File: config.mk
export PLATFORM = sky130hd
export DESIGN_NAME = spi_ctrl_top
export DESIGN_NICKNAME = d
export VERILOG_FILES = /design/src/rtl/msg_pkg.sv /design/src/rtl/spi_link_if.sv /design/src/rtl/cmd_decoder.sv /design/src/rtl/msg_framer.sv /design/src/rtl/spi_ctrl_top.sv /design/src/rtl/toggle_ack_sync.sv
export SDC_FILE = /design/constraint.sdc
export NUM_CORES = 1
export LEC_CHECK = 0
export BUFFER_PORTS_ARGS = -buffer_cell sky130_fd_sc_hd__buf_2
export CORE_UTILIZATION = 30
export CTS_BUF_LIST = sky130_fd_sc_hd__clkbuf_16
export DETAILED_ROUTE_END_ITERATION = 6
export GPL_TIMING_DRIVEN = 0
export SYNTH_ARGS = -nofsm -noshare
export SYNTH_HDL_FRONTEND = slang
export SYNTH_SLANG_ARGS = --single-unit
File: constraint.sdc
create_clock -name spi_clk -period 4.4 [get_ports spi_clk]
set_clock_uncertainty 0.05 [all_clocks]
set_input_delay 0.44 -clock spi_clk [delete_from_list [all_inputs] [get_ports spi_clk]]
set_output_delay 0.44 -clock spi_clk [all_outputs]
set_load 0.01 [all_outputs]
File: src/rtl/msg_pkg.sv
`default_nettype none

package msg_pkg;

    // Message framing
    localparam int msg_len  = 64;
    localparam int resp_len = 64;
    localparam int type_len = 8;
    localparam int arg_len  = 56;

    // Type bit 7 marks a message that expects a response
    localparam int type_resp_bit = 7;

    localparam int turnaround_default = 8;

    localparam int led_width      = 4;
    localparam int i2c_addr_width = 16;
    localparam int i2c_data_width = 16;

    // ========================================
    // Argument field positions
    // ========================================
    localparam int led_hi        = 3;
    localparam int led_lo        = 0;
    localparam int img_rst_bit   = 0;
    localparam int i2c_write_bit = 55;
    localparam int i2c_len2_bit  = 54;
    localparam int i2c_addr_hi   = 47;
    localparam int i2c_addr_lo   = 32;
    localparam int i2c_wdata_hi  = 15;
    localparam int i2c_wdata_lo  = 0;

    // Status response layout
    localparam int stat_done_bit = 63;
    localparam int stat_err_bit  = 62;
    localparam int stat_rdata_hi = 47;
    localparam int stat_rdata_lo = 32;

    typedef enum logic [type_len-1:0] {
        msg_nop        = 8'h00,
        msg_led_set    = 8'h01,
        msg_img_reset  = 8'h02,
        msg_i2c_txn    = 8'h03,
        msg_echo       = 8'h80,
        msg_i2c_status = 8'h84
    } msg_type_t;

    typedef enum logic [1:0] {
        st_idle,
        st_msg_in,
        st_turnaround,
        st_resp_out
    } framer_state_t;

endpackage

`default_nettype wire

File: src/rtl/spi_link_if.sv
`timescale 1ns/10ps
`default_nettype none

interface spi_link_if;
    import msg_pkg::*;

    // Decoded message, held stable while msg_valid is high
    logic                msg_valid;
    msg_type_t           msg_type;
    logic [arg_len-1:0]  msg_arg;

    // Response, registered by the decoder on msg_valid
    logic [resp_len-1:0] resp_data;

    modport framer (
        output msg_valid, msg_type, msg_arg,
        input  resp_data
    );

    modport decoder (
        input  msg_valid, msg_type, msg_arg,
        output resp_data
    );

endinterface

`default_nettype wire

File: src/rtl/cmd_decoder.sv
`timescale 1ns/10ps
`default_nettype none

module cmd_decoder (
    input  logic                                spi_clk,
    input  logic                                spi_rst_,
    input  logic                                i2c_done,
    input  logic                                i2c_err,
    input  logic [msg_pkg::i2c_data_width-1:0]  i2c_read_data,
    output logic [msg_pkg::led_width-1:0]       led,
    output logic                                img_rst_,
    output logic                                i2c_write,
    output logic                                i2c_len2,
    output logic [msg_pkg::i2c_addr_width-1:0]  i2c_reg_addr,
    output logic [msg_pkg::i2c_data_width-1:0]  i2c_write_data,
    output logic                                i2c_trigger,
    output logic                                i2c_clear,
    spi_link_if.decoder                         link
);
    import msg_pkg::*;

    logic is_i2c_txn;

    assign is_i2c_txn = link.msg_valid && (link.msg_type == msg_i2c_txn);

    // ========================================
    // Command registers
    // ========================================
    always_ff @(posedge spi_clk or negedge spi_rst_) begin
        if (!spi_rst_) begin
            led         <= '0;
            img_rst_    <= 1'b0;
            i2c_trigger <= 1'b0;
            i2c_clear   <= 1'b0;
        end else begin
            i2c_clear <= 1'b0;

            if (link.msg_valid) begin
                case (link.msg_type)
                    msg_led_set: begin
                        led <= link.msg_arg[led_hi:led_lo];
                    end

                    msg_img_reset: begin
                        img_rst_ <= link.msg_arg[img_rst_bit];
                    end

                    msg_i2c_txn: begin
                        // New request, drop any stale completion
                        i2c_clear   <= i2c_done;
                        i2c_trigger <= ~i2c_trigger;
                    end

                    default: begin
                    end
                endcase
            end
        end
    end

    // I2C request fields, only meaningful once trigger toggles
    always_ff @(posedge spi_clk) begin
        if (is_i2c_txn) begin
            i2c_write      <= link.msg_arg[i2c_write_bit];
            i2c_len2       <= link.msg_arg[i2c_len2_bit];
            i2c_reg_addr   <= link.msg_arg[i2c_addr_hi:i2c_addr_lo];
            i2c_write_data <= link.msg_arg[i2c_wdata_hi:i2c_wdata_lo];
        end
    end

    // ========================================
    // Response builder
    // ========================================
    always_ff @(posedge spi_clk) begin
        if (link.msg_valid) begin
            link.resp_data <= '0;

            case (link.msg_type)
                msg_echo: begin
                    link.resp_data <= {link.msg_arg, {(resp_len - arg_len){1'b0}}};
                end

                msg_i2c_status: begin
                    link.resp_data[stat_done_bit]               <= i2c_done;
                    link.resp_data[stat_err_bit]                <= i2c_err;
                    link.resp_data[stat_rdata_hi:stat_rdata_lo] <= i2c_read_data;
                end

                // Nop, unknown and no-response types answer zero
                default: begin
                end
            endcase
        end
    end

    // Trigger toggles only as a result of a decoded message
    a_trigger_after_valid: assert property (
        @(posedge spi_clk) disable iff (!spi_rst_)
        $changed(i2c_trigger) |-> $past(link.msg_valid)
    );

endmodule

`default_nettype wire

File: src/rtl/msg_framer.sv
`timescale 1ns/10ps
`default_nettype none

module msg_framer #(
    parameter int turnaround = msg_pkg::turnaround_default
) (
    input  logic       spi_clk,
    input  logic       spi_rst_,
    input  logic       data_in,
    output logic       data_out,
    output logic       data_oe,
    spi_link_if.framer link
);
    import msg_pkg::*;

    // Counter covers the message length and the turnaround gap
    localparam int cnt_max = (msg_len > turnaround) ? msg_len : turnaround;
    localparam int cnt_w   = $clog2(cnt_max + 1);

    framer_state_t       state;
    logic [cnt_w-1:0]    count;
    logic                msg_valid;

    // Shared by message shift-in and response shift-out
    logic [msg_len-1:0]  shreg;
    logic [type_len-1:0] type_bits;
    logic                want_resp;

    assign type_bits = shreg[msg_len-1 -: type_len];
    assign want_resp = type_bits[type_resp_bit];

    assign link.msg_valid = msg_valid;
    assign link.msg_type  = msg_type_t'(type_bits);
    assign link.msg_arg   = shreg[arg_len-1:0];

    // ========================================
    // Control FSM
    // ========================================
    always_ff @(posedge spi_clk or negedge spi_rst_) begin
        if (!spi_rst_) begin
            state     <= st_idle;
            count     <= '0;
            msg_valid <= 1'b0;
            data_oe   <= 1'b0;
            data_out  <= 1'b0;
        end else begin
            msg_valid <= 1'b0;

            case (state)
                st_idle: begin
                    // Start bit
                    if (data_in) begin
                        state <= st_msg_in;
                        count <= cnt_w'(msg_len);
                    end
                end

                st_msg_in: begin
                    if (count != '0) begin
                        count <= count - 1'b1;
                    end else begin
                        // Message complete, hand it to the decoder
                        msg_valid <= 1'b1;
                        if (want_resp) begin
                            state <= st_turnaround;
                            count <= cnt_w'(turnaround - 2);
                        end else begin
                            state <= st_idle;
                        end
                    end
                end

                st_turnaround: begin
                    if (count == '0) begin
                        state    <= st_resp_out;
                        count    <= cnt_w'(resp_len - 1);
                        data_oe  <= 1'b1;
                        data_out <= link.resp_data[resp_len-1];
                    end else begin
                        count <= count - 1'b1;
                    end
                end

                st_resp_out: begin
                    if (count == '0) begin
                        state    <= st_idle;
                        data_oe  <= 1'b0;
                        data_out <= 1'b0;
                    end else begin
                        data_out <= shreg[msg_len-1];
                        count    <= count - 1'b1;
                    end
                end

                default: begin
                    state <= st_idle;
                end
            endcase
        end
    end

    // ========================================
    // Shift register
    // ========================================
    always_ff @(posedge spi_clk) begin
        if (state == st_msg_in && count != '0) begin
            shreg <= {shreg[msg_len-2:0], data_in};
        end else if (state == st_turnaround && count == '0) begin
            // MSB goes straight to data_out, keep the rest
            shreg <= {link.resp_data[resp_len-2:0], 1'b0};
        end else if (state == st_resp_out) begin
            shreg <= {shreg[msg_len-2:0], 1'b0};
        end
    end

    a_oe_only_in_resp: assert property (
        @(posedge spi_clk) disable iff (!spi_rst_)
        data_oe |-> state == st_resp_out
    );

    // Host must drive the line whenever we listen for a start bit
    a_data_in_known: assert property (
        @(posedge spi_clk) disable iff (!spi_rst_)
        state == st_idle |-> !$isunknown(data_in)
    );

endmodule

`default_nettype wire

File: src/rtl/spi_ctrl_top.sv
`timescale 1ns/10ps
`default_nettype none

module spi_ctrl_top #(
    parameter int turnaround = msg_pkg::turnaround_default
) (
    input  logic                                spi_clk,
    input  logic                                spi_rst_,

    // One-wire host line, split into directions
    input  logic                                data_in,
    output logic                                data_out,
    output logic                                data_oe,

    // Board outputs
    output logic [msg_pkg::led_width-1:0]       led,
    output logic                                img_rst_,

    // External I2C master
    input  logic                                i2c_done_toggle,
    input  logic                                i2c_err,
    input  logic [msg_pkg::i2c_data_width-1:0]  i2c_read_data,
    output logic                                i2c_write,
    output logic                                i2c_len2,
    output logic [msg_pkg::i2c_addr_width-1:0]  i2c_reg_addr,
    output logic [msg_pkg::i2c_data_width-1:0]  i2c_write_data,
    output logic                                i2c_trigger
);

    logic i2c_done;
    logic i2c_clear;

    spi_link_if link_i ();

    msg_framer #(
        .turnaround (turnaround)
    ) framer_i (
        .spi_clk  (spi_clk),
        .spi_rst_ (spi_rst_),
        .data_in  (data_in),
        .data_out (data_out),
        .data_oe  (data_oe),
        .link     (link_i.framer)
    );

    cmd_decoder decoder_i (
        .spi_clk        (spi_clk),
        .spi_rst_       (spi_rst_),
        .i2c_done       (i2c_done),
        .i2c_err        (i2c_err),
        .i2c_read_data  (i2c_read_data),
        .led            (led),
        .img_rst_       (img_rst_),
        .i2c_write      (i2c_write),
        .i2c_len2       (i2c_len2),
        .i2c_reg_addr   (i2c_reg_addr),
        .i2c_write_data (i2c_write_data),
        .i2c_trigger    (i2c_trigger),
        .i2c_clear      (i2c_clear),
        .link           (link_i.decoder)
    );

    // Completion toggle from the I2C clock domain
    toggle_ack_sync i2c_done_sync_i (
        .spi_clk     (spi_clk),
        .spi_rst_    (spi_rst_),
        .done_toggle (i2c_done_toggle),
        .clear       (i2c_clear),
        .done        (i2c_done)
    );

endmodule

`default_nettype wire

File: src/rtl/toggle_ack_sync.sv
`timescale 1ns/10ps
`default_nettype none

module toggle_ack_sync (
    input  logic spi_clk,
    input  logic spi_rst_,
    input  logic done_toggle,
    input  logic clear,
    output logic done
);

    logic sync_q1;
    logic sync_q2;
    logic ack;

    // Two-flop synchronizer for the foreign toggle
    always_ff @(posedge spi_clk or negedge spi_rst_) begin
        if (!spi_rst_) begin
            sync_q1 <= 1'b0;
            sync_q2 <= 1'b0;
        end else begin
            sync_q1 <= done_toggle;
            sync_q2 <= sync_q1;
        end
    end

    // Ack catches up with the toggle when the flag is cleared
    always_ff @(posedge spi_clk or negedge spi_rst_) begin
        if (!spi_rst_) begin
            ack <= 1'b0;
        end else if (clear) begin
            ack <= sync_q2;
        end
    end

    assign done = sync_q2 ^ ack;

    // Clearing an idle flag would swallow the next completion
    a_clear_while_done: assert property (
        @(posedge spi_clk) disable iff (!spi_rst_)
        clear |-> done
    );

endmodule

`default_nettype wire

==> metrics.md <==
| Metric | Value |
|---|---|
| Share of cells above drive strength 1 | `0.350` |
| Post-route cell area | `0.00850 mm^2` |
| Die Height | `around 160 um` |
| Final hold vios | `0` |
| CP arrival | `about 2.6 ns` |
| Max_cap viols | `0` |
| ANT nets after route | `0` |
| H-tree Lvls | `4` |
| Mux contribution to synthesized area | `0.124` |
| CP max-delay cell | `nor4_1` |
| Final hold slack | `between 0.09 and 0.1 ns` |
| Fin crit share | `0.613` |
| Top cell by count, worst path | `nand2_1` |
| Setup Viol. Count Final | `0` |
| Overall Power | `around 0.0051 W` |
| Initial Utilization | `0.306` |
| Core area | `0.0235 mm^2` |
| Buf/Inv on CP | `0` |
| Setup Crit Path Kind | `flop to flop` |
| Critical Path Start Type | `flop` |
| Num ports | `63` |
| Detailed-route vias per instance | `around 4.5` |
| RSZ-0062 raised after global routing | `false` |
| Max clock buf depth | `2` |
| Initial antenna violation count | `0` |
| Final #Nets | `between 500 and 600` |
| Library cells used by synthesis | `45` |
| Largest family of logic cells by synthesized area | `multiplexers` |
| Drt drc | `0` |
| Area share of the largest cell type after synthesis | `0.644` |
| Synth Instances | `approximately 410` |
| Placer Congestion | `a little over 0.8` |
| Critical path fanouts, max | `between 60 and 70` |
| Rel. slew slack | `0.393` |
| Area after DPL | `0.00792 mm^2` |
| Post-Synth Simple-Gate Area | `0.0833` |
| Biggest area consumer among synthesized cells | `edfxtp_1` |
| Row count | `56` |
| Average wire per standard cell | `~17 um` |
| XOR/XNOR Fraction of Synth Area | `0.00366` |
| Largest net degree at the start of global routing | `65` |
| CTS Buf Count | `17` |
| Die ar. | `0.0245 mm^2` |
| Hpwl dp | `a little under 9000 um` |
| Adder-cell share of the synthesized area | `0.00349` |
| Family with the most delay on the worst path | `simple AND/OR/NAND/NOR gates` |
| Root Buffer | `clkbuf_16` |
| Final WL | `13600 um` |
| Area grow syn2layout | `18.4%` |
| Fin crit period | `roughly 2.7 ns` |
| EDFF count, synth | `between 150 and 200` |
| Setup crit end kind | `flop` |
| Setup Total Neg Slack | `0 ns` |
| Via count | `about 3700` |
| CTS tree | `done` |
| Avg Cell Area, Syn | `between 15 and 20 um^2` |
| Synth top area cells | `edfxtp_1, mux2_4, dfrtp_1` |
| Slew @ Worst Pin | `roughly 0.91 ns` |
| Final Max Tran Viols | `0` |
| Synth Net Count | `430` |
| Port Buf Inserts | `just over 60` |
| Sink Count | `approximately 180` |
| Cts-stage hold buffer count | `1` |
| Synth Flop Type | `edfxtp_1` |
| Count leader, synth | `edfxtp_1` |
| Synth Cell Area | `0.00718 mm^2` |
| Post-synth top cells | `edfxtp_1, mux2_4, and2_1, dfrtp_1, a22o_1` |
| Cells resized by post-CTS repair | `0` |
| First-pass GRT wire length | `about 22000 um` |
| FFs w/ async S/R, synth | `0.125` |
| Grt ovf | `0` |
| Pre-antenna DRT Iters | `4` |
| Worst EP required | `4.32 ns` |
| DIE WIDTH | `approximately 160 um` |
| # Post-CTS Setup Buffers | `0` |
| Worst vdd ir | `0.000329 V` |
| Clock slew seen by the registers of the worst setup and hold paths | `about 0.07 ns` |
| Skew-Pair Late Insertion Delay | `around 0.43 ns` |
| Pleak | `~3.5 nW` |
| YS warnings | `0` |
| Class of the worst hold path | `input port to flop` |
| Status | `completed` |
| Post-synthesis sequential area ratio | `0.721` |
| Cell Pwr Density | `just under 600 mW/mm^2` |
| Iteration-0 DRC Markers | `about 360` |
| CP peak stage delay | `between 0.6 and 0.7 ns` |
| Compound-Gate Fraction of Synth Area | `0.0445` |
| Fillers | `between 2000 and 2500` |
| Flops & latches, synth | `approximately 180` |
| Upper clock frequency limit | `around 370 MHz` |
| Antenna fix cells | `0` |
| Number of global-route vias before repair | `3834` |
| Gr usage total | `0.119` |
| CP cell instances | `nor4_1 -> nand2_1 -> nand2_1 -> nand2_4` |
-- through the flow --
stage,util,worst slack [ns],cells
after floorplan,-,1.23,407
after global placement,0.336,0.0753,788
after detailed placement,0.337,1.71,789
after CTS,0.362,1.69,822
after global routing,0.362,1.41,822
final,0.362,1.70,822
-- path summary, 6_finish.rpt --
kind                       cells past startpoint                    start                      end  slack, ns
hold / removal                                 1          i2c_done_toggle  i2c_done_sync_i.sync_q1       0.09
max in group asynchronous                      2                 spi_rst_  framer_i.link.msg_valid       3.44
setup / recovery                               4        framer_i.count[3]        framer_i.shreg[6]       1.70
setup reg to reg                               4        framer_i.count[3]        framer_i.shreg[6]       1.70
min in group asynchronous                      2                 spi_rst_        framer_i.data_out       0.48
hold reg to reg                                0  i2c_done_sync_i.sync_q1  i2c_done_sync_i.sync_q2       0.30
-- placed cells by master, fill, tap and decap left out, drive strengths merged, types with 3 or more instances in the layout --
cell type	Yosys	final
inv	7	14
clkinv	0	6
nor4	3	3
a22o	19	19
and2	46	46
edfxtp	154	154
mux2	61	61
o21ai	12	12
buf	10	73
nor3b	3	3
dfrtp	22	22
nand2	11	11
nor2b	4	4
nor2	5	5
a21oi	5	5
clkbuf	6	23
nand3	10	10
-- cells by family after synthesis --
kind of cell             Yosys count
adder cells (fa/ha/maj)            2
XOR/XNOR                           3
AO/OA/AOI/OAI                     45
buffers and inverters             23
multiplexers                      62
flip-flops                       176
AND/OR/NAND/NOR                   96
-- per-layer routing --
metal | share of wire | track usage | vias up
met5 | 0 | 0 | -
met4 | 0.0092 | 0.0392 | 0
met3 | 0.071 | 0.0377 | 9
met2 | 0.48 | 0.189 | 103
met1 | 0.44 | 0.154 | 1832
li1 | - | - | 1717
-- state kept, by name, indices dropped and copies added (netlist names), named ones only --
signal,cells
decoder_i.i2c_clear,1
decoder_i.i2c_len2,1
decoder_i.i2c_reg_addr,16
decoder_i.i2c_trigger,1
decoder_i.i2c_write,1
decoder_i.i2c_write_data,16
decoder_i.img_rst_,1
decoder_i.led,4
decoder_i.link.resp_data,56
framer_i.count,7
framer_i.data_oe,1
framer_i.data_out,1
framer_i.link.msg_valid,1
framer_i.shreg,64
framer_i.state,1
i2c_done_sync_i.ack,1
i2c_done_sync_i.sync_q1,1
i2c_done_sync_i.sync_q2,1
-- power by group --
| group | internal, W | total [W] | switching, W |
|---|---|---|---|
| registers | 0.00241 | 0.00274 | 0.000334 |
| logic | 0.000476 | 0.000851 | 0.000375 |
| clock network | 0.000798 | 0.00147 | 0.000673 |
-- worst register-to-register path: stages (launching register included) --
cell     delay [ns]
dfrtp_1        0.46
nor4_1         0.69
nand2_1        0.24
nand2_1        0.23
nand2_4        0.49
-- final cells by class --
| cell class | instances | area (um^2) | share of cell area |
|---|---|---|---|
| buffer | 16 | 119 | 0.0140 |
| clock buffer | 17 | 425 | 0.0500 |
| clock inverter | 15 | 150 | 0.0177 |
| inverter | 7 | 26.3 | 0.00309 |
| multi-input combinational | 208 | 1860 | 0.219 |
| sequential | 176 | 5180 | 0.609 |
| tap | 319 | 399 | 0.0470 |
| timing repair buffer | 64 | 340 | 0.0400 |
No activity file was read; power rests on OpenSTA's default activity.
